**src/common/csr_pkg.sv**
```systemverilog
// ##########################################################
// vbus stream buffer: APB register map and field positions
// ##########################################################
package csr_pkg;

  localparam int APB_ADDR_WIDTH = 8;
  localparam int APB_DATA_WIDTH = 32;

  localparam logic [APB_ADDR_WIDTH-1:0] CTRL_ADDR   = 8'h00;
  localparam logic [APB_ADDR_WIDTH-1:0] STATUS_ADDR = 8'h04;
  localparam logic [APB_ADDR_WIDTH-1:0] DROP_ADDR   = 8'h08;
  localparam logic [APB_ADDR_WIDTH-1:0] PKT_ADDR    = 8'h0C;

  // CTRL fields
  localparam int   CTRL_ENABLE_BIT   = 0;
  localparam int   CTRL_CLEAR_BIT    = 1;
  localparam logic CTRL_ENABLE_RESET = 1'b1;

  // STATUS fields
  localparam int STATUS_EMPTY_BIT  = 0;
  localparam int STATUS_AFULL_BIT  = 1;
  localparam int STATUS_FULL_BIT   = 2;
  localparam int STATUS_COUNT_LSB  = 8;

endpackage

```
**src/common/vbus_pkg.sv**
```systemverilog
// ##########################################################
// vbus stream buffer: bus widths, beat layout, buffer sizing
// ##########################################################
package vbus_pkg;

  localparam int DATA_WIDTH     = 32;
  localparam int TAG_WIDTH      = 4;

  // buffer entries and the almost-full level
  localparam int FIFO_DEPTH     = 8;
  localparam int FIFO_THRESHOLD = 6;

  // must hold the value FIFO_DEPTH itself
  localparam int COUNT_WIDTH    = $clog2(FIFO_DEPTH + 1);

  // one stored beat per FIFO word
  typedef struct packed {
    logic [DATA_WIDTH-1:0] data;
    logic [TAG_WIDTH-1:0]  tag;
    logic                  last;
  } vbus_beat_t;

endpackage

```
**src/common/vbus_if.sv**
```systemverilog
// ##########################################################
// vbus stream interface, valid plus payload, no ready
// ##########################################################
`timescale 1ns/1ps

interface vbus_if;
  import vbus_pkg::*;

  logic                  valid;
  logic [DATA_WIDTH-1:0] data;
  logic [TAG_WIDTH-1:0]  tag;
  logic                  last;

  // the producing side
  modport master (
    output valid,
    output data,
    output tag,
    output last
  );

  modport slave (
    input valid,
    input data,
    input tag,
    input last
  );

endinterface

```
**src/fifo/generic_fifo.sv**
```systemverilog
// ##########################################################
// synchronous FIFO, registered flags and count, FWFT head
// ##########################################################
`timescale 1ns/1ps

module generic_fifo #(
  parameter int  DEPTH     = 8,
  parameter int  THRESHOLD = DEPTH,
  parameter type TYPE      = logic
) (
  input  logic                         i_clk,
  input  logic                         i_rst_n,
  input  logic                         i_clear,
  input  logic                         i_push,
  input  TYPE                          i_data,
  input  logic                         i_pop,
  output TYPE                          o_data,
  output logic                         o_empty,
  output logic                         o_almost_full,
  output logic                         o_full,
  output logic [$clog2(DEPTH+1)-1:0]   o_word_count
);
  localparam int PTR_WIDTH = (DEPTH > 1) ? $clog2(DEPTH) : 1;
  localparam int CNT_WIDTH = $clog2(DEPTH + 1);

  TYPE                  mem [DEPTH];
  logic [PTR_WIDTH-1:0] wr_ptr;
  logic [PTR_WIDTH-1:0] rd_ptr;
  logic [CNT_WIDTH-1:0] count;
  logic [CNT_WIDTH-1:0] count_next;
  logic                 push_en;
  logic                 pop_en;

  assign push_en = i_push && !o_full;
  assign pop_en  = i_pop && !o_empty;

  always_comb begin
    case ({push_en, pop_en})
      2'b10:   count_next = count + 1'b1;
      2'b01:   count_next = count - 1'b1;
      // push and pop together leave the level alone
      default: count_next = count;
    endcase
  end

  // storage, written only on an accepted push
  always_ff @(posedge i_clk) begin
    if (push_en) begin
      mem[wr_ptr] <= i_data;
    end
  end

  always_ff @(posedge i_clk) begin
    if (!i_rst_n || i_clear) begin
      wr_ptr        <= '0;
      rd_ptr        <= '0;
      count         <= '0;
      o_empty       <= 1'b1;
      o_almost_full <= 1'b0;
      o_full        <= 1'b0;
    end else begin
      if (push_en) begin
        wr_ptr <= (wr_ptr == PTR_WIDTH'(DEPTH - 1)) ? '0 : wr_ptr + 1'b1;
      end
      if (pop_en) begin
        rd_ptr <= (rd_ptr == PTR_WIDTH'(DEPTH - 1)) ? '0 : rd_ptr + 1'b1;
      end
      count         <= count_next;
      // flags follow the next level so they are exact every cycle
      o_empty       <= (count_next == '0);
      o_almost_full <= (count_next >= CNT_WIDTH'(THRESHOLD));
      o_full        <= (count_next == CNT_WIDTH'(DEPTH));
    end
  end

  // first word falls through
  assign o_data       = mem[rd_ptr];
  assign o_word_count = count;

  a_no_push_when_full: assert property (
    @(posedge i_clk) disable iff (!i_rst_n) i_push |-> !o_full
  ) else $error("push into a full FIFO");

  a_no_pop_when_empty: assert property (
    @(posedge i_clk) disable iff (!i_rst_n) i_pop |-> !o_empty
  ) else $error("pop from an empty FIFO");

endmodule

```
**src/fifo/vbus_fifo.sv**
```systemverilog
// ##########################################################
// vbus FIFO, stores interface beats in the generic FIFO
// ##########################################################
`timescale 1ns/1ps

module vbus_fifo (
  input  logic                             i_clk,
  input  logic                             i_rst_n,
  input  logic                             i_clear,
  input  logic                             i_push,
  input  logic                             i_pop,
  vbus_if.slave                            slave_if,
  vbus_if.master                           master_if,
  output logic                             o_empty,
  output logic                             o_almost_full,
  output logic                             o_full,
  output logic [vbus_pkg::COUNT_WIDTH-1:0] o_word_count
);
  import vbus_pkg::*;

  vbus_beat_t in_beat;
  vbus_beat_t head_beat;

  assign in_beat.data = slave_if.data;
  assign in_beat.tag  = slave_if.tag;
  assign in_beat.last = slave_if.last;

  generic_fifo #(
    .DEPTH     (FIFO_DEPTH    ),
    .THRESHOLD (FIFO_THRESHOLD),
    .TYPE      (vbus_beat_t   )
  ) u_fifo (
    .i_clk         (i_clk        ),
    .i_rst_n       (i_rst_n      ),
    .i_clear       (i_clear      ),
    .i_push        (i_push       ),
    .i_data        (in_beat      ),
    .i_pop         (i_pop        ),
    .o_data        (head_beat    ),
    .o_empty       (o_empty      ),
    .o_almost_full (o_almost_full),
    .o_full        (o_full       ),
    .o_word_count  (o_word_count )
  );

  // head is only a beat while something is stored
  assign master_if.valid = !o_empty;
  assign master_if.data  = head_beat.data;
  assign master_if.tag   = head_beat.tag;
  assign master_if.last  = head_beat.last;

  a_push_has_beat: assert property (
    @(posedge i_clk) disable iff (!i_rst_n) i_push |-> slave_if.valid
  ) else $error("push without a beat on the ingress bus");

endmodule

```
**src/vbus_buffer_top.sv**
```systemverilog
// ##########################################################
// vbus stream buffer top: ingress, FIFO, egress and APB CSR
// ##########################################################
`timescale 1ns/1ps

module vbus_buffer_top (
  input  logic                               i_clk,
  input  logic                               i_rst_n,
  input  logic                               i_in_valid,
  input  logic [vbus_pkg::DATA_WIDTH-1:0]    i_in_data,
  input  logic [vbus_pkg::TAG_WIDTH-1:0]     i_in_tag,
  input  logic                               i_in_last,
  input  logic                               i_out_ready,
  output logic                               o_out_valid,
  output logic [vbus_pkg::DATA_WIDTH-1:0]    o_out_data,
  output logic [vbus_pkg::TAG_WIDTH-1:0]     o_out_tag,
  output logic                               o_out_last,
  input  logic                               i_psel,
  input  logic                               i_penable,
  input  logic                               i_pwrite,
  input  logic [csr_pkg::APB_ADDR_WIDTH-1:0] i_paddr,
  input  logic [csr_pkg::APB_DATA_WIDTH-1:0] i_pwdata,
  output logic [csr_pkg::APB_DATA_WIDTH-1:0] o_prdata,
  output logic                               o_pready,
  output logic                               o_pslverr
);
  import vbus_pkg::*;

  logic                   enable;
  logic                   clear;
  logic                   push;
  logic                   pop;
  logic                   drop;
  logic                   packet_done;
  logic                   empty;
  logic                   almost_full;
  logic                   full;
  logic [COUNT_WIDTH-1:0] word_count;

  // ingress register to FIFO, FIFO head to egress
  vbus_if ing_if ();
  vbus_if egr_if ();

  vbus_ingress u_ingress (
    .i_clk      (i_clk     ),
    .i_rst_n    (i_rst_n   ),
    .i_enable   (enable    ),
    .i_clear    (clear     ),
    .i_in_valid (i_in_valid),
    .i_in_data  (i_in_data ),
    .i_in_tag   (i_in_tag  ),
    .i_in_last  (i_in_last ),
    .i_full     (full      ),
    .o_push     (push      ),
    .o_drop     (drop      ),
    .out_if     (ing_if    )
  );

  vbus_fifo u_fifo (
    .i_clk         (i_clk      ),
    .i_rst_n       (i_rst_n    ),
    .i_clear       (clear      ),
    .i_push        (push       ),
    .i_pop         (pop        ),
    .slave_if      (ing_if     ),
    .master_if     (egr_if     ),
    .o_empty       (empty      ),
    .o_almost_full (almost_full),
    .o_full        (full       ),
    .o_word_count  (word_count )
  );

  vbus_egress u_egress (
    .i_clk         (i_clk      ),
    .i_rst_n       (i_rst_n    ),
    .i_clear       (clear      ),
    .in_if         (egr_if     ),
    .o_pop         (pop        ),
    .i_out_ready   (i_out_ready),
    .o_out_valid   (o_out_valid),
    .o_out_data    (o_out_data ),
    .o_out_tag     (o_out_tag  ),
    .o_out_last    (o_out_last ),
    .o_packet_done (packet_done)
  );

  vbus_csr u_csr (
    .i_clk         (i_clk      ),
    .i_rst_n       (i_rst_n    ),
    .i_psel        (i_psel     ),
    .i_penable     (i_penable  ),
    .i_pwrite      (i_pwrite   ),
    .i_paddr       (i_paddr    ),
    .i_pwdata      (i_pwdata   ),
    .o_prdata      (o_prdata   ),
    .o_pready      (o_pready   ),
    .o_pslverr     (o_pslverr  ),
    .i_empty       (empty      ),
    .i_almost_full (almost_full),
    .i_full        (full       ),
    .i_word_count  (word_count ),
    .i_drop        (drop       ),
    .i_packet_done (packet_done),
    .o_enable      (enable     ),
    .o_clear       (clear      )
  );

endmodule

```
**src/vbus_csr.sv**
```systemverilog
// ##########################################################
// APB register block for control, FIFO status and counters
// ##########################################################
`timescale 1ns/1ps

module vbus_csr (
  input  logic                               i_clk,
  input  logic                               i_rst_n,
  input  logic                               i_psel,
  input  logic                               i_penable,
  input  logic                               i_pwrite,
  input  logic [csr_pkg::APB_ADDR_WIDTH-1:0] i_paddr,
  input  logic [csr_pkg::APB_DATA_WIDTH-1:0] i_pwdata,
  output logic [csr_pkg::APB_DATA_WIDTH-1:0] o_prdata,
  output logic                               o_pready,
  output logic                               o_pslverr,
  input  logic                               i_empty,
  input  logic                               i_almost_full,
  input  logic                               i_full,
  input  logic [vbus_pkg::COUNT_WIDTH-1:0]   i_word_count,
  input  logic                               i_drop,
  input  logic                               i_packet_done,
  output logic                               o_enable,
  output logic                               o_clear
);
  import csr_pkg::*;
  import vbus_pkg::*;

  logic                      access;
  logic                      ctrl_write;
  logic                      mapped;
  logic                      enable_q;
  logic [APB_DATA_WIDTH-1:0] drop_cnt;
  logic [APB_DATA_WIDTH-1:0] pkt_cnt;

  // the access phase is never stretched
  assign access     = i_psel && i_penable;
  assign ctrl_write = access && i_pwrite && (i_paddr == CTRL_ADDR);
  assign o_pready   = 1'b1;

  // write-one clear acts in the access cycle itself
  assign o_clear  = ctrl_write && i_pwdata[CTRL_CLEAR_BIT];
  assign o_enable = enable_q;

  always_ff @(posedge i_clk) begin
    if (!i_rst_n) begin
      enable_q <= CTRL_ENABLE_RESET;
    end else if (ctrl_write) begin
      enable_q <= i_pwdata[CTRL_ENABLE_BIT];
    end
  end

  // both counters stop at all ones
  always_ff @(posedge i_clk) begin
    if (!i_rst_n || o_clear) begin
      drop_cnt <= '0;
      pkt_cnt  <= '0;
    end else begin
      if (i_drop && drop_cnt != '1) begin
        drop_cnt <= drop_cnt + 1'b1;
      end
      if (i_packet_done && pkt_cnt != '1) begin
        pkt_cnt <= pkt_cnt + 1'b1;
      end
    end
  end

  always_comb begin
    mapped   = 1'b1;
    o_prdata = '0;
    case (i_paddr)
      CTRL_ADDR: o_prdata[CTRL_ENABLE_BIT] = enable_q;
      STATUS_ADDR: begin
        o_prdata[STATUS_EMPTY_BIT]                     = i_empty;
        o_prdata[STATUS_AFULL_BIT]                     = i_almost_full;
        o_prdata[STATUS_FULL_BIT]                      = i_full;
        o_prdata[STATUS_COUNT_LSB +: COUNT_WIDTH]      = i_word_count;
      end
      DROP_ADDR: o_prdata = drop_cnt;
      PKT_ADDR:  o_prdata = pkt_cnt;
      default:   mapped = 1'b0;
    endcase
  end

  assign o_pslverr = access && !mapped;

  // the flags returned in STATUS agree with the word count
  a_status_consistent: assert property (
    @(posedge i_clk) disable iff (!i_rst_n)
    (i_empty == (i_word_count == '0)) &&
    (i_full == (i_word_count == COUNT_WIDTH'(FIFO_DEPTH)))
  ) else $error("STATUS flags disagree with the word count");

endmodule

```
**src/vbus_egress.sv**
```systemverilog
// ##########################################################
// vbus egress register, pops the FIFO under output ready
// ##########################################################
`timescale 1ns/1ps

module vbus_egress (
  input  logic                            i_clk,
  input  logic                            i_rst_n,
  input  logic                            i_clear,
  vbus_if.slave                           in_if,
  output logic                            o_pop,
  input  logic                            i_out_ready,
  output logic                            o_out_valid,
  output logic [vbus_pkg::DATA_WIDTH-1:0] o_out_data,
  output logic [vbus_pkg::TAG_WIDTH-1:0]  o_out_tag,
  output logic                            o_out_last,
  output logic                            o_packet_done
);
  import vbus_pkg::*;

  logic       valid_q;
  logic       room;
  vbus_beat_t beat_q;

  // free, or the held beat leaves this cycle
  assign room  = !valid_q || i_out_ready;
  assign o_pop = in_if.valid && room;

  always_ff @(posedge i_clk) begin
    if (!i_rst_n || i_clear) begin
      valid_q <= 1'b0;
    end else if (room) begin
      valid_q <= in_if.valid;
    end
  end

  always_ff @(posedge i_clk) begin
    if (o_pop) begin
      beat_q.data <= in_if.data;
      beat_q.tag  <= in_if.tag;
      beat_q.last <= in_if.last;
    end
  end

  assign o_out_valid   = valid_q;
  assign o_out_data    = beat_q.data;
  assign o_out_tag     = beat_q.tag;
  assign o_out_last    = beat_q.last;
  assign o_packet_done = valid_q && i_out_ready && beat_q.last;

  // a stalled beat stays on the bus unchanged
  a_hold_under_stall: assert property (
    @(posedge i_clk) disable iff (!i_rst_n || i_clear)
    (o_out_valid && !i_out_ready) |=> (o_out_valid && $stable(beat_q))
  ) else $error("output beat changed while stalled");

endmodule

```
**src/vbus_ingress.sv**
```systemverilog
// ##########################################################
// vbus ingress stage that registers beats and drops on overflow
// ##########################################################
`timescale 1ns/1ps

module vbus_ingress (
  input  logic                            i_clk,
  input  logic                            i_rst_n,
  input  logic                            i_enable,
  input  logic                            i_clear,
  input  logic                            i_in_valid,
  input  logic [vbus_pkg::DATA_WIDTH-1:0] i_in_data,
  input  logic [vbus_pkg::TAG_WIDTH-1:0]  i_in_tag,
  input  logic                            i_in_last,
  input  logic                            i_full,
  output logic                            o_push,
  output logic                            o_drop,
  vbus_if.master                          out_if
);
  import vbus_pkg::*;

  logic                  accept;
  logic                  valid_q;
  logic [DATA_WIDTH-1:0] data_q;
  logic [TAG_WIDTH-1:0]  tag_q;
  logic                  last_q;

  // disabled input is ignored and not counted as a drop
  assign accept = i_in_valid && i_enable;

  always_ff @(posedge i_clk) begin
    if (!i_rst_n || i_clear) begin
      valid_q <= 1'b0;
    end else begin
      valid_q <= accept;
    end
  end

  always_ff @(posedge i_clk) begin
    if (accept) begin
      data_q <= i_in_data;
      tag_q  <= i_in_tag;
      last_q <= i_in_last;
    end
  end

  assign out_if.valid = valid_q;
  assign out_if.data  = data_q;
  assign out_if.tag   = tag_q;
  assign out_if.last  = last_q;

  assign o_push = valid_q && !i_full;
  assign o_drop = valid_q && i_full;

  // an accepted beat is pushed or dropped one cycle later, never both
  a_push_xor_drop: assert property (
    @(posedge i_clk) disable iff (!i_rst_n || i_clear)
    (i_in_valid && i_enable) |=> (o_push ^ o_drop)
  ) else $error("accepted beat not pushed or dropped exactly once");

endmodule

```
**config.mk**
```make
export PLATFORM = sky130hd
export DESIGN_NAME = vbus_buffer_top
export DESIGN_NICKNAME = d
export VERILOG_FILES = /design/src/common/csr_pkg.sv /design/src/common/vbus_pkg.sv /design/src/common/vbus_if.sv /design/src/fifo/generic_fifo.sv /design/src/fifo/vbus_fifo.sv /design/src/vbus_buffer_top.sv /design/src/vbus_csr.sv /design/src/vbus_egress.sv /design/src/vbus_ingress.sv
export SDC_FILE = /design/constraint.sdc
export NUM_CORES = 1
export LEC_CHECK = 0
export BUFFER_PORTS_ARGS = -buffer_cell sky130_fd_sc_hd__buf_2
export CORE_MARGIN = 1
export CORE_UTILIZATION = 55
export CTS_CLUSTER_SIZE = 10
export DETAILED_ROUTE_END_ITERATION = 16
export GPL_ROUTABILITY_DRIVEN = 0
export PLACE_DENSITY = 0.74
export SLEW_MARGIN = 20
export SYNTH_ARGS = -nofsm -noshare
export SYNTH_HDL_FRONTEND = slang
export SYNTH_SLANG_ARGS = --single-unit
```
**constraint.sdc**
```tcl
create_clock -name i_clk -period 5.8 [get_ports i_clk]
set_input_delay 0 -clock i_clk [delete_from_list [all_inputs] [get_ports i_clk]]
set_output_delay 0 -clock i_clk [all_outputs]
set_load 0.01 [all_outputs]
```
==> flow_metrics.tcl, run 1 <==
set metrics [dict create \
    synth_ff_type "edfxtp_1" \
    htree_levels 2 \
    cp.required_ps 6230 \
    num_io_pins 156 \
    critPathMaxStageDelay_ps 500 \
    end_kind "flop" \
    cp_data_arrival_time_ps 3260 \
    via_per_inst 5.99 \
    root_buffer "clkbuf_16" \
    switchingPower_w 0.00186 \
    yosys_warnings 0 \
    setup_violations 0 \
    setup_slack_ps 2980 \
    syn_area_um2 18200 \
    fillers 2319 \
    seq_area_frac_synth_pct 69.8 \
    cts_buffers 51 \
    clk_pin_slew_worst_paths_ps 60 \
    skew_ps 37.0 \
    clkPwrFrac_pct 35.9 \
    power_density_nw_per_um2 370 \
    maxSlewViolCount 0 \
    dp_slack_ps 2800 \
    final_common_cell "edfxtp_1" \
    placed_cells 1634 \
    wl_mm 38.1 \
    critPathKind "flop to flop" \
    crit_slowest_cell "o311ai_0" \
    comb_power_share_pct 13.0 \
    leakage_nw 6.92 \
    syn_inst 1115 \
    period_share_pct 48.7 \
    fmax_mhz 354 \
    clk_latency_ps 570 \
    ir_drop_v 0.000293 \
    holdCritPathClass "primary input to flop" \
    post_drt_wl_per_cell_um 21.8 \
    yosysTopAreaCellShare_pct 61.0 \
    drv_cap 0 \
    clk_path_buf_depth 3 \
    fin_crit_ps 2820 \
    cp_cell_sequence "nor2b_1, inv_1, ha_1, nor2b_1, a41oi_1, o311ai_0, mux2i_1, inv_1, and2_1" \
    syn_nets 1207 \
    finalSetupTns_ps 0 \
    final_cell_mix "370 x edfxtp_1, 124 x buf_2, 77 x dfxtp_1, 75 x mux4_2, 62 x nor2_1" \
    drt_pre_antenna_iters 5 \
    synth.avg_cell_area_um2 16.3 \
    grt_overflow 0 \
    worstHoldPathCells 2 \
    grt_max_degree 77 \
    final_hold_viol_count 0 \
    antenna_found_initial 0 \
    diodes 0 \
    layout.nets 1378 \
    rsz0062_at_grt "no" \
    relSlewSlack_pct 25.2 \
    synth_cell_types 60 \
    start_util_pct 55.9 \
    status "finished, final reports clean" \
    cp-start-kind "flop" \
    cp_top_family "simple AND/OR/NAND/NOR gates" \
    path_buf_inv 2 \
    async_reset_ff_share_pct 0 \
    dieWidth_um 184 \
    instances_no_fill 1745 \
    grt_util_all_layers_pct 23.0 \
    synth_edf_count 370 \
    multi_input_comb_area_um2 5240 \
    core_um2 32500 \
    drt_iter0_markers 745 \
    reg2reg_depth 9 \
    die_height_um 184 \
    synthToLayoutAreaGrowth_pct 16.0 \
    route.antenna.remaining_nets 0 \
    grt_pass1_wl_mm 58.2 \
    ys_top_cells_by_area "edfxtp_1 61%, mux4_2 9.3%, dfxtp_1 8.8%" \
    dieArea_um2 33800 \
    portBuffers 124 \
    grt_pass1_vias 10358 \
    seq_area_um2 12700 \
    place_hpwl_mm 21.5 \
    ys_ff_latch 450 \
    cp_max_fo 11 \
    rows 66 \
    cell_internal_pwr_w 0.00595 \
    cts_tree "yes" \
    drc 0 \
    cts_sinks 450 \
    drive_above_1_share_pct 25.9 \
    synth_top_area_cell "edfxtp_1" \
    cp.depth 9 \
    worst_slew_pin_slew_ps 1120 \
    switching_share_pct 23.9 \
    via_count 10453 \
    p_seq_share_pct 51.1 \
]
[layer usage]
metal / vias to the layer above / wire (µm) / part of all wire, % / GRT usage (%)
met4: 0 / 706 / 1.9 / 7.10
met2: 379 / 19300 / 51 / 39.7
met3: 63 / 2500 / 6.6 / 3.72
met5: - / 0 / 0 / 0
met1: 5245 / 15600 / 41 / 30.1
li1: 4766 / - / - / -
[registers in the layout, summed over array words and instances (netlist names), 4 cells and up]
register                    count
u_fifo.u_fifo.mem             296
u_csr.drop_cnt                 32
u_csr.pkt_cnt                  32
u_egress.o_out_data            32
u_ingress.out_if.data          32
u_egress.o_out_tag              4
u_fifo.u_fifo.o_word_count      4
u_ingress.out_if.tag            4
[cell families after synthesis]
| logic type | after synthesis | share of synthesized area (%) |
|---|---|---|
| buffers and inverters | 72 | 1.84 |
| DFF | 450 | 69.8 |
| muxes | 152 | 13.8 |
| AOI/OAI and AO/OA | 121 | 4.19 |
| xor gates and xnor gates | 14 | 0.749 |
| and+or+nand+nor | 297 | 9.01 |
| other | 1 | 0.0206 |
| adders and majority gates | 8 | 0.550 |
[through the flow]
step | hold WS, ps | area [µm²] | total power, W | utilization (%)
5_1_grt | 122 | 21100 | 0.00812 | 64.9
4_1_cts | 113 | 21100 | 0.00790 | 64.9
3_3_place_gp | 177 | 19300 | 0.00503 | 59.2
2_1_floorplan | 61.9 | 18200 | 0.00471 | -
6_report | 142 | 21100 | 0.00782 | 64.9
3_5_place_dp | 178 | 19300 | 0.00506 | 59.2
[final cells by class]
class / count / area share, %
well taps: 442 / 2.62
multi-input cells: 593 / 24.8
clock buffers: 65 / 6.29
flip-flops and latches: 450 / 60.2
clock inverters: 5 / 0.480
inverters: 11 / 0.195
repair buffers: 179 / 5.38
[cell usage after synthesis (all sizes together), types with 9 or more instances]
cell type / instances
nor3: 16
nor2: 66
nand2: 53
and4: 12
o21ai: 30
clkbuf: 34
inv: 11
nor4: 19
mux2: 42
or4: 24
or3: 23
xnor2: 10
nand3: 22
mux4: 75
dfxtp: 80
buf: 27
edfxtp: 370
mux2i: 35
nand2b: 9
nand4: 19
and2: 12
a21oi: 40
o31ai: 12
[power groups by stage]
stage | combinational [W] | clock [W] | sequential [W]
6_report | 0.00101 | 0.00281 | 0.00399
4_1_cts | 0.00103 | 0.00287 | 0.00400
2_1_floorplan | 0.000767 | 0 | 0.00395
3_3_place_gp | 0.000974 | 0 | 0.00406
5_1_grt | 0.00109 | 0.00300 | 0.00403
3_5_place_dp | 0.000996 | 0 | 0.00406
[repair_timing]
item	in CTS	in global routing
buffers inserted	0	0
gates resized for setup	0	0
hold buffers	41	0
hold endpoints to repair	47	0
[final timing paths]
kind	from	end	slack, ps
setup / recovery	u_ingress.out_if.valid	u_fifo.u_fifo.o_full	2980
hold / removal	i_in_data[0]	u_ingress.out_if.data[0]	140
setup reg to reg	u_ingress.out_if.valid	u_fifo.u_fifo.o_full	2980
hold reg to reg	u_csr.drop_cnt[27]	u_csr.drop_cnt[27]	480
No activity file was read; power rests on OpenSTA's default activity.
==> run 2: changes to the inputs <==
- clock period: 5.8 -> 2.75 ns (I/O delays scaled with it)
==> run 2 against run 1 <==
Compared with the run above: count of clock-buffer cells in the layout is 4 higher; clock skew is 8.4 ps lower; total power up 110%; clock power increased by 110%; largest cell class unchanged; sequential power grew 110%; critical path depth decreased by 2; wire length shrank 3.1%.
==> flow_metrics.tcl, run 2 (synthesis results as in run 1) <==
set metrics [dict create \
    status "finished, final reports clean" \
    rows 66 \
    largest-register "u_fifo.u_fifo.mem" \
    fin_crit_ps 2390 \
    clk_pin_slew_worst_paths_ps 60 \
    dp_slack_ps 408 \
    regToRegSetupSlack_ps 360 \
    cp.required_ps 3230 \
    end_kind "flop" \
    crit_slowest_cell "nor4_4" \
    final_common_cell "edfxtp_1" \
    cts_tree "yes" \
    root_buffer "clkbuf_16" \
    antenna_found_initial 0 \
    postCtsSetupRepairBufs 0 \
    final_cell_mix "370 x edfxtp_1, 124 x buf_2, 77 x dfxtp_1, 75 x mux4_2, 62 x nor2_1" \
    ir_drop_v 0.000794 \
    drv_cap 0 \
    leakage_nw 7.03 \
    final_hold_viol_count 0 \
    largest_reg_flops 296 \
    holdCritPathClass "primary input to flop" \
    multi_input_comb_area_um2 5250 \
    placed_cells 1651 \
    finalPower_w 0.0166 \
    hold_buffers 41 \
    critPathMaxStageDelay_ps 540 \
    die_height_um 184 \
    wl_mm 36.9 \
    clk_path_buf_depth 3 \
    grt_util_all_layers_pct 22.3 \
    critPathKind "flop to flop" \
    skew_ps 28.6 \
    setup_violations 0 \
    dieWidth_um 184 \
    drt_iter0_markers 690 \
    holdPathEnd "u_ingress.out_if.data[14]" \
    r2r-end "u_csr.pkt_cnt[2]" \
    cp_data_arrival_time_ps 2870 \
    rsz0062_at_grt "no" \
    timing.rr.start "u_csr.pkt_cnt[1]" \
    route.antenna.remaining_nets 0 \
    min_from "i_in_data[14]" \
    grt_pass1_vias 10355 \
    cp_max_fo 16 \
    seq_area_um2 12700 \
    grt_pass1_wl_mm 56.9 \
    cp-start-kind "flop" \
    worst_slew_pin_slew_ps 836 \
    worstHoldPathCells 2 \
    relSlewSlack_pct 43.9 \
    drive_above_1_share_pct 26.7 \
    clk_latency_ps 580 \
    grt_overflow 0 \
    instances_no_fill 1765 \
    post-route-util_pct 65.9 \
    htree_levels 2 \
    dieArea_um2 33800 \
    drt_pre_antenna_iters 4 \
    holdWs_ps 130 \
    fillers 2252 \
    reg2reg_depth 7 \
    start_util_pct 55.9 \
    place_hpwl_mm 20.8 \
    maxSlewViolCount 0 \
    post_drt_wl_per_cell_um 20.9 \
    via_per_inst 5.89 \
    cp_cell_sequence "ha_1, nand3_1, or3_4, nor4_4, buf_4, o21ai_0, a21oi_1" \
    layout.nets 1395 \
    diodes 0 \
    fmax_mhz 418 \
    num_io_pins 156 \
    drc 0 \
    grt_max_degree 65 \
    portBuffers 124 \
    core_um2 32500 \
    period_share_pct 87.0 \
    post_cts_resized 0 \
    cts_buffers 51 \
    cts_sinks 450 \
    via_count 10396 \
    synthToLayoutAreaGrowth_pct 17.9 \
    critPathLaunch "u_csr.pkt_cnt[1]" \
    setup_slack_ps 358 \
    power_density_nw_per_um2 772 \
]
## run 2: changes by cell type in the layout (fill, tap and decap cells not counted), moves of 2 or more
cell and delta:
clkbuf_1 +3, buf_4 +2, buf_12 +15, nor3_4 +3
nor3_2 -3
## run 2: routing by layer
layer,global-route usage [%],vias up,wire length (µm)
li1,-,4821,-
met1,30.0,5221,15700
met2,37.5,288,18400
met3,3.29,66,1910
met4,7.20,0,923
met5,0,-,0
## run 2: power breakdown
| group | internal [W] | switching (W) | total [W] | leakage (nW) |
|---|---|---|---|---|
| sequential | 0.00791 | 0.000347 | 0.00826 | 4.04 |
| clock | 0.00341 | 0.00249 | 0.00590 | 0.690 |
| combinational | 0.00127 | 0.00114 | 0.00240 | 2.30 |
## run 2: per-stage QoR
| step | setup TNS, ps | area (µm²) |
|---|---|---|
| floorplan | -16930 | 18200 |
| global placement | 0 | 19600 |
| detailed placement | 0 | 19600 |
| CTS | 0 | 21500 |
| global route | 0 | 21500 |
| finish | 0 | 21500 |
## run 2: cell type report
class | count | area share (%)
multi-input cells | 593 | 24.5
clock inverters | 4 | 0.391
well taps | 442 | 2.58
clock buffers | 69 | 6.31
repair buffers | 196 | 6.76
flip-flops and latches | 450 | 59.3
inverters | 11 | 0.192
## run 2: worst max path at each step
stage,to,cells past startpoint
6_report,u_csr.pkt_cnt[2],7
5_1_grt,u_fifo.u_fifo.o_full,9
4_1_cts,u_fifo.u_fifo.o_almost_full,9
3_5_place_dp,u_fifo.u_fifo.o_almost_full,9
3_3_place_gp,u_csr.pkt_cnt[1],7
2_1_floorplan,u_fifo.u_fifo.mem[6][0],4
## run 2: critical path, delay by kind of cell, from the launching register on
| kind | cells | cell delay (ps) |
|---|---|---|
| flip-flops | 1 | 460 |
| buffers and inverters | 1 | 300 |
| AO/OA/AOI/OAI | 2 | 260 |
| adder cells (fa/ha/maj) | 1 | 280 |
| AND/OR/NAND/NOR | 3 | 1020 |
==> run 3: changes to the inputs <==
- GPL_TIMING_DRIVEN: not set -> 0
==> run 3 against run 2 <==
Compared with the run above: wire length grew 12%; first-iteration DRC count grew 39%; sequential share of layout area decreased by 0.93 points; utilization is 1.0 points higher; count of clock-buffer cells in the layout down 1; hold slack got worse by 4.9 ps; sequential power down 2%; die area did not move; total power up 2.0%.
==> flow_metrics.tcl, run 3 (synthesis results as in run 1) <==
set metrics [dict create \
    status "finished, final reports clean" \
    antenna_found_initial 0 \
    comb_power_share_pct 15.9 \
    cts_buffers 51 \
    place_hpwl_mm 25.5 \
    fin_crit_ps 2620 \
    cts_sinks 450 \
    cp_max_fo 10 \
    via_per_inst 6.09 \
    ir_drop_v 0.000627 \
    drc 0 \
    cell_internal_pwr_w 0.0127 \
    postCtsSetupRepairBufs 0 \
    skew_ps 29.3 \
    drive_above_1_share_pct 26.8 \
    power_density_nw_per_um2 776 \
    die_height_um 184 \
    grt_max_degree 39 \
    crit_slowest_cell "clkbuf_1" \
    cp-start-kind "flop" \
    drt_iter0_markers 962 \
    fillers 2190 \
    rsz0062_at_grt "no" \
    worst_slew_pin_slew_ps 1040 \
    period_share_pct 95.2 \
    clkPwrFrac_pct 36.0 \
    holdWs_ps 125 \
    start_util_pct 55.9 \
    rows 66 \
    critPathMaxStageDelay_ps 680 \
    leakage_nw 7.18 \
    clk_path_buf_depth 3 \
    end_kind "flop" \
    htree_levels 2 \
    layout.nets 1446 \
    portBuffers 122 \
    final_cell_mix "370 x edfxtp_1, 138 x buf_2, 80 x dfxtp_1, 75 x mux4_2, 62 x nor2_1" \
    path_buf_inv 2 \
    grt_pass1_vias 10911 \
    final_cell_area_um2 21800 \
    diodes 0 \
    wl_mm 41.2 \
    p_seq_share_pct 48.1 \
    root_buffer "clkbuf_16" \
    core_um2 32500 \
    holdCritPathClass "primary input to flop" \
    drt_pre_antenna_iters 5 \
    largest-register "u_fifo.u_fifo.mem" \
    grt_util_all_layers_pct 25.0 \
    cts_tree "yes" \
    synthToLayoutAreaGrowth_pct 19.7 \
    critPathKind "flop to flop" \
    cp_data_arrival_time_ps 2940 \
    dieArea_um2 33800 \
    maxSlewViolCount 0 \
    post_drt_wl_per_cell_um 22.7 \
    switching_share_pct 24.7 \
    num_io_pins 156 \
    relSlewSlack_pct 30.8 \
    cp.required_ps 3070 \
    final_hold_viol_count 0 \
    largest_reg_flops 296 \
    drv_cap 0 \
    clk_pin_slew_worst_paths_ps 60 \
    fmax_mhz 382 \
    final_common_cell "edfxtp_1" \
    cp_top_family "buffers and inverters" \
    clk_latency_ps 590 \
    setup_violations 0 \
    cp_cell_sequence "clkbuf_1, clkbuf_1, mux4_2, mux2_2" \
    grt_overflow 0 \
    cpMostUsedCell "clkbuf_1" \
    dieWidth_um 184 \
    route.antenna.remaining_nets 0 \
    via_count 11052 \
    grt_pass1_wl_mm 62.8 \
    switchingPower_w 0.00417 \
    placed_area_um2 19900 \
]
[run 3: cell count changes in the layout (fill, tap and decap cells not counted), moves of 3 or more]
| cell | change |
|---|---|
| buf_2 | +14 |
| buf_16 | +8 |
| buf_6 | +5 |
| dfxtp_1 | +3 |
| buf_4 | -11 |
| clkbuf_1 | +30 |
| buf_1 | +5 |
| buf_12 | -13 |
| buf_8 | +10 |
[run 3: worst reg2reg max path, stage by stage, from the launching register on]
cell and delay, ps:
dfxtp_1 410, clkbuf_1 540, clkbuf_1 680, mux4_2 440
mux2_2 300
[run 3: through the flow]
| stage | util (%) | TNS, ps | total power [W] | worst slack [ps] | cells |
|---|---|---|---|---|---|
| 2_1_floorplan | - | -16930 | 0.00994 | -122 | 1115 |
| 3_3_place_gp | 59.6 | -544950 | 0.0107 | -1800 | 1679 |
| 3_5_place_dp | 61.2 | -404 | 0.0109 | -185 | 1703 |
| 4_1_cts | 66.9 | 0 | 0.0170 | 107 | 1816 |
| 5_1_grt | 67.0 | 0 | 0.0175 | 65.7 | 1815 |
| 6_report | 67.0 | 0 | 0.0169 | 132 | 1815 |
[run 3: what timing repair did]
action	4_1_cts	5_1_grt
hold endpoints to repair	43	0
resized for setup	3	2
hold buffers	41	0
setup endpoints to repair	4	4
[run 3: final cells by class]
cell class,count,area (µm²),share of cell area [%]
Timing Repair Buffer,187,1460,6.70
Buffer,60,290,1.33
Sequential cell,450,12700,58.4
Clock buffer,68,1350,6.20
Inverter,11,41.3,0.190
Multi-Input combinational cell,593,5260,24.1
Tap cell,442,553,2.54
Clock inverter,4,120,0.551
[run 3: power groups by stage]
stage	Combinational [W]	Clock, W	Sequential (W)
final	0.00269	0.00608	0.00813
after detailed placement	0.00264	0	0.00825
after global placement	0.00246	0	0.00827
after CTS	0.00272	0.00614	0.00813
after global routing	0.00289	0.00641	0.00816
after floorplan	0.00162	0	0.00832
[run 3: final timing paths]
check / cells past startpoint / to / slack (ps) / start
max reg2reg: 4 / u_egress.o_out_data[6] / 130 / u_fifo.u_fifo.rd_ptr[1]
min: 2 / u_ingress.out_if.data[14] / 120 / i_in_data[14]
max: 4 / u_egress.o_out_data[6] / 130 / u_fifo.u_fifo.rd_ptr[1]
min reg2reg: 2 / u_csr.drop_cnt[27] / 490 / u_csr.drop_cnt[27]
[run 3: layer usage]
layer	GRT usage, %	part of all wire [%]
met1	34.1	42
met2	41.1	49
met3	3.74	6.2
met4	9.07	2.9
met5	0	0
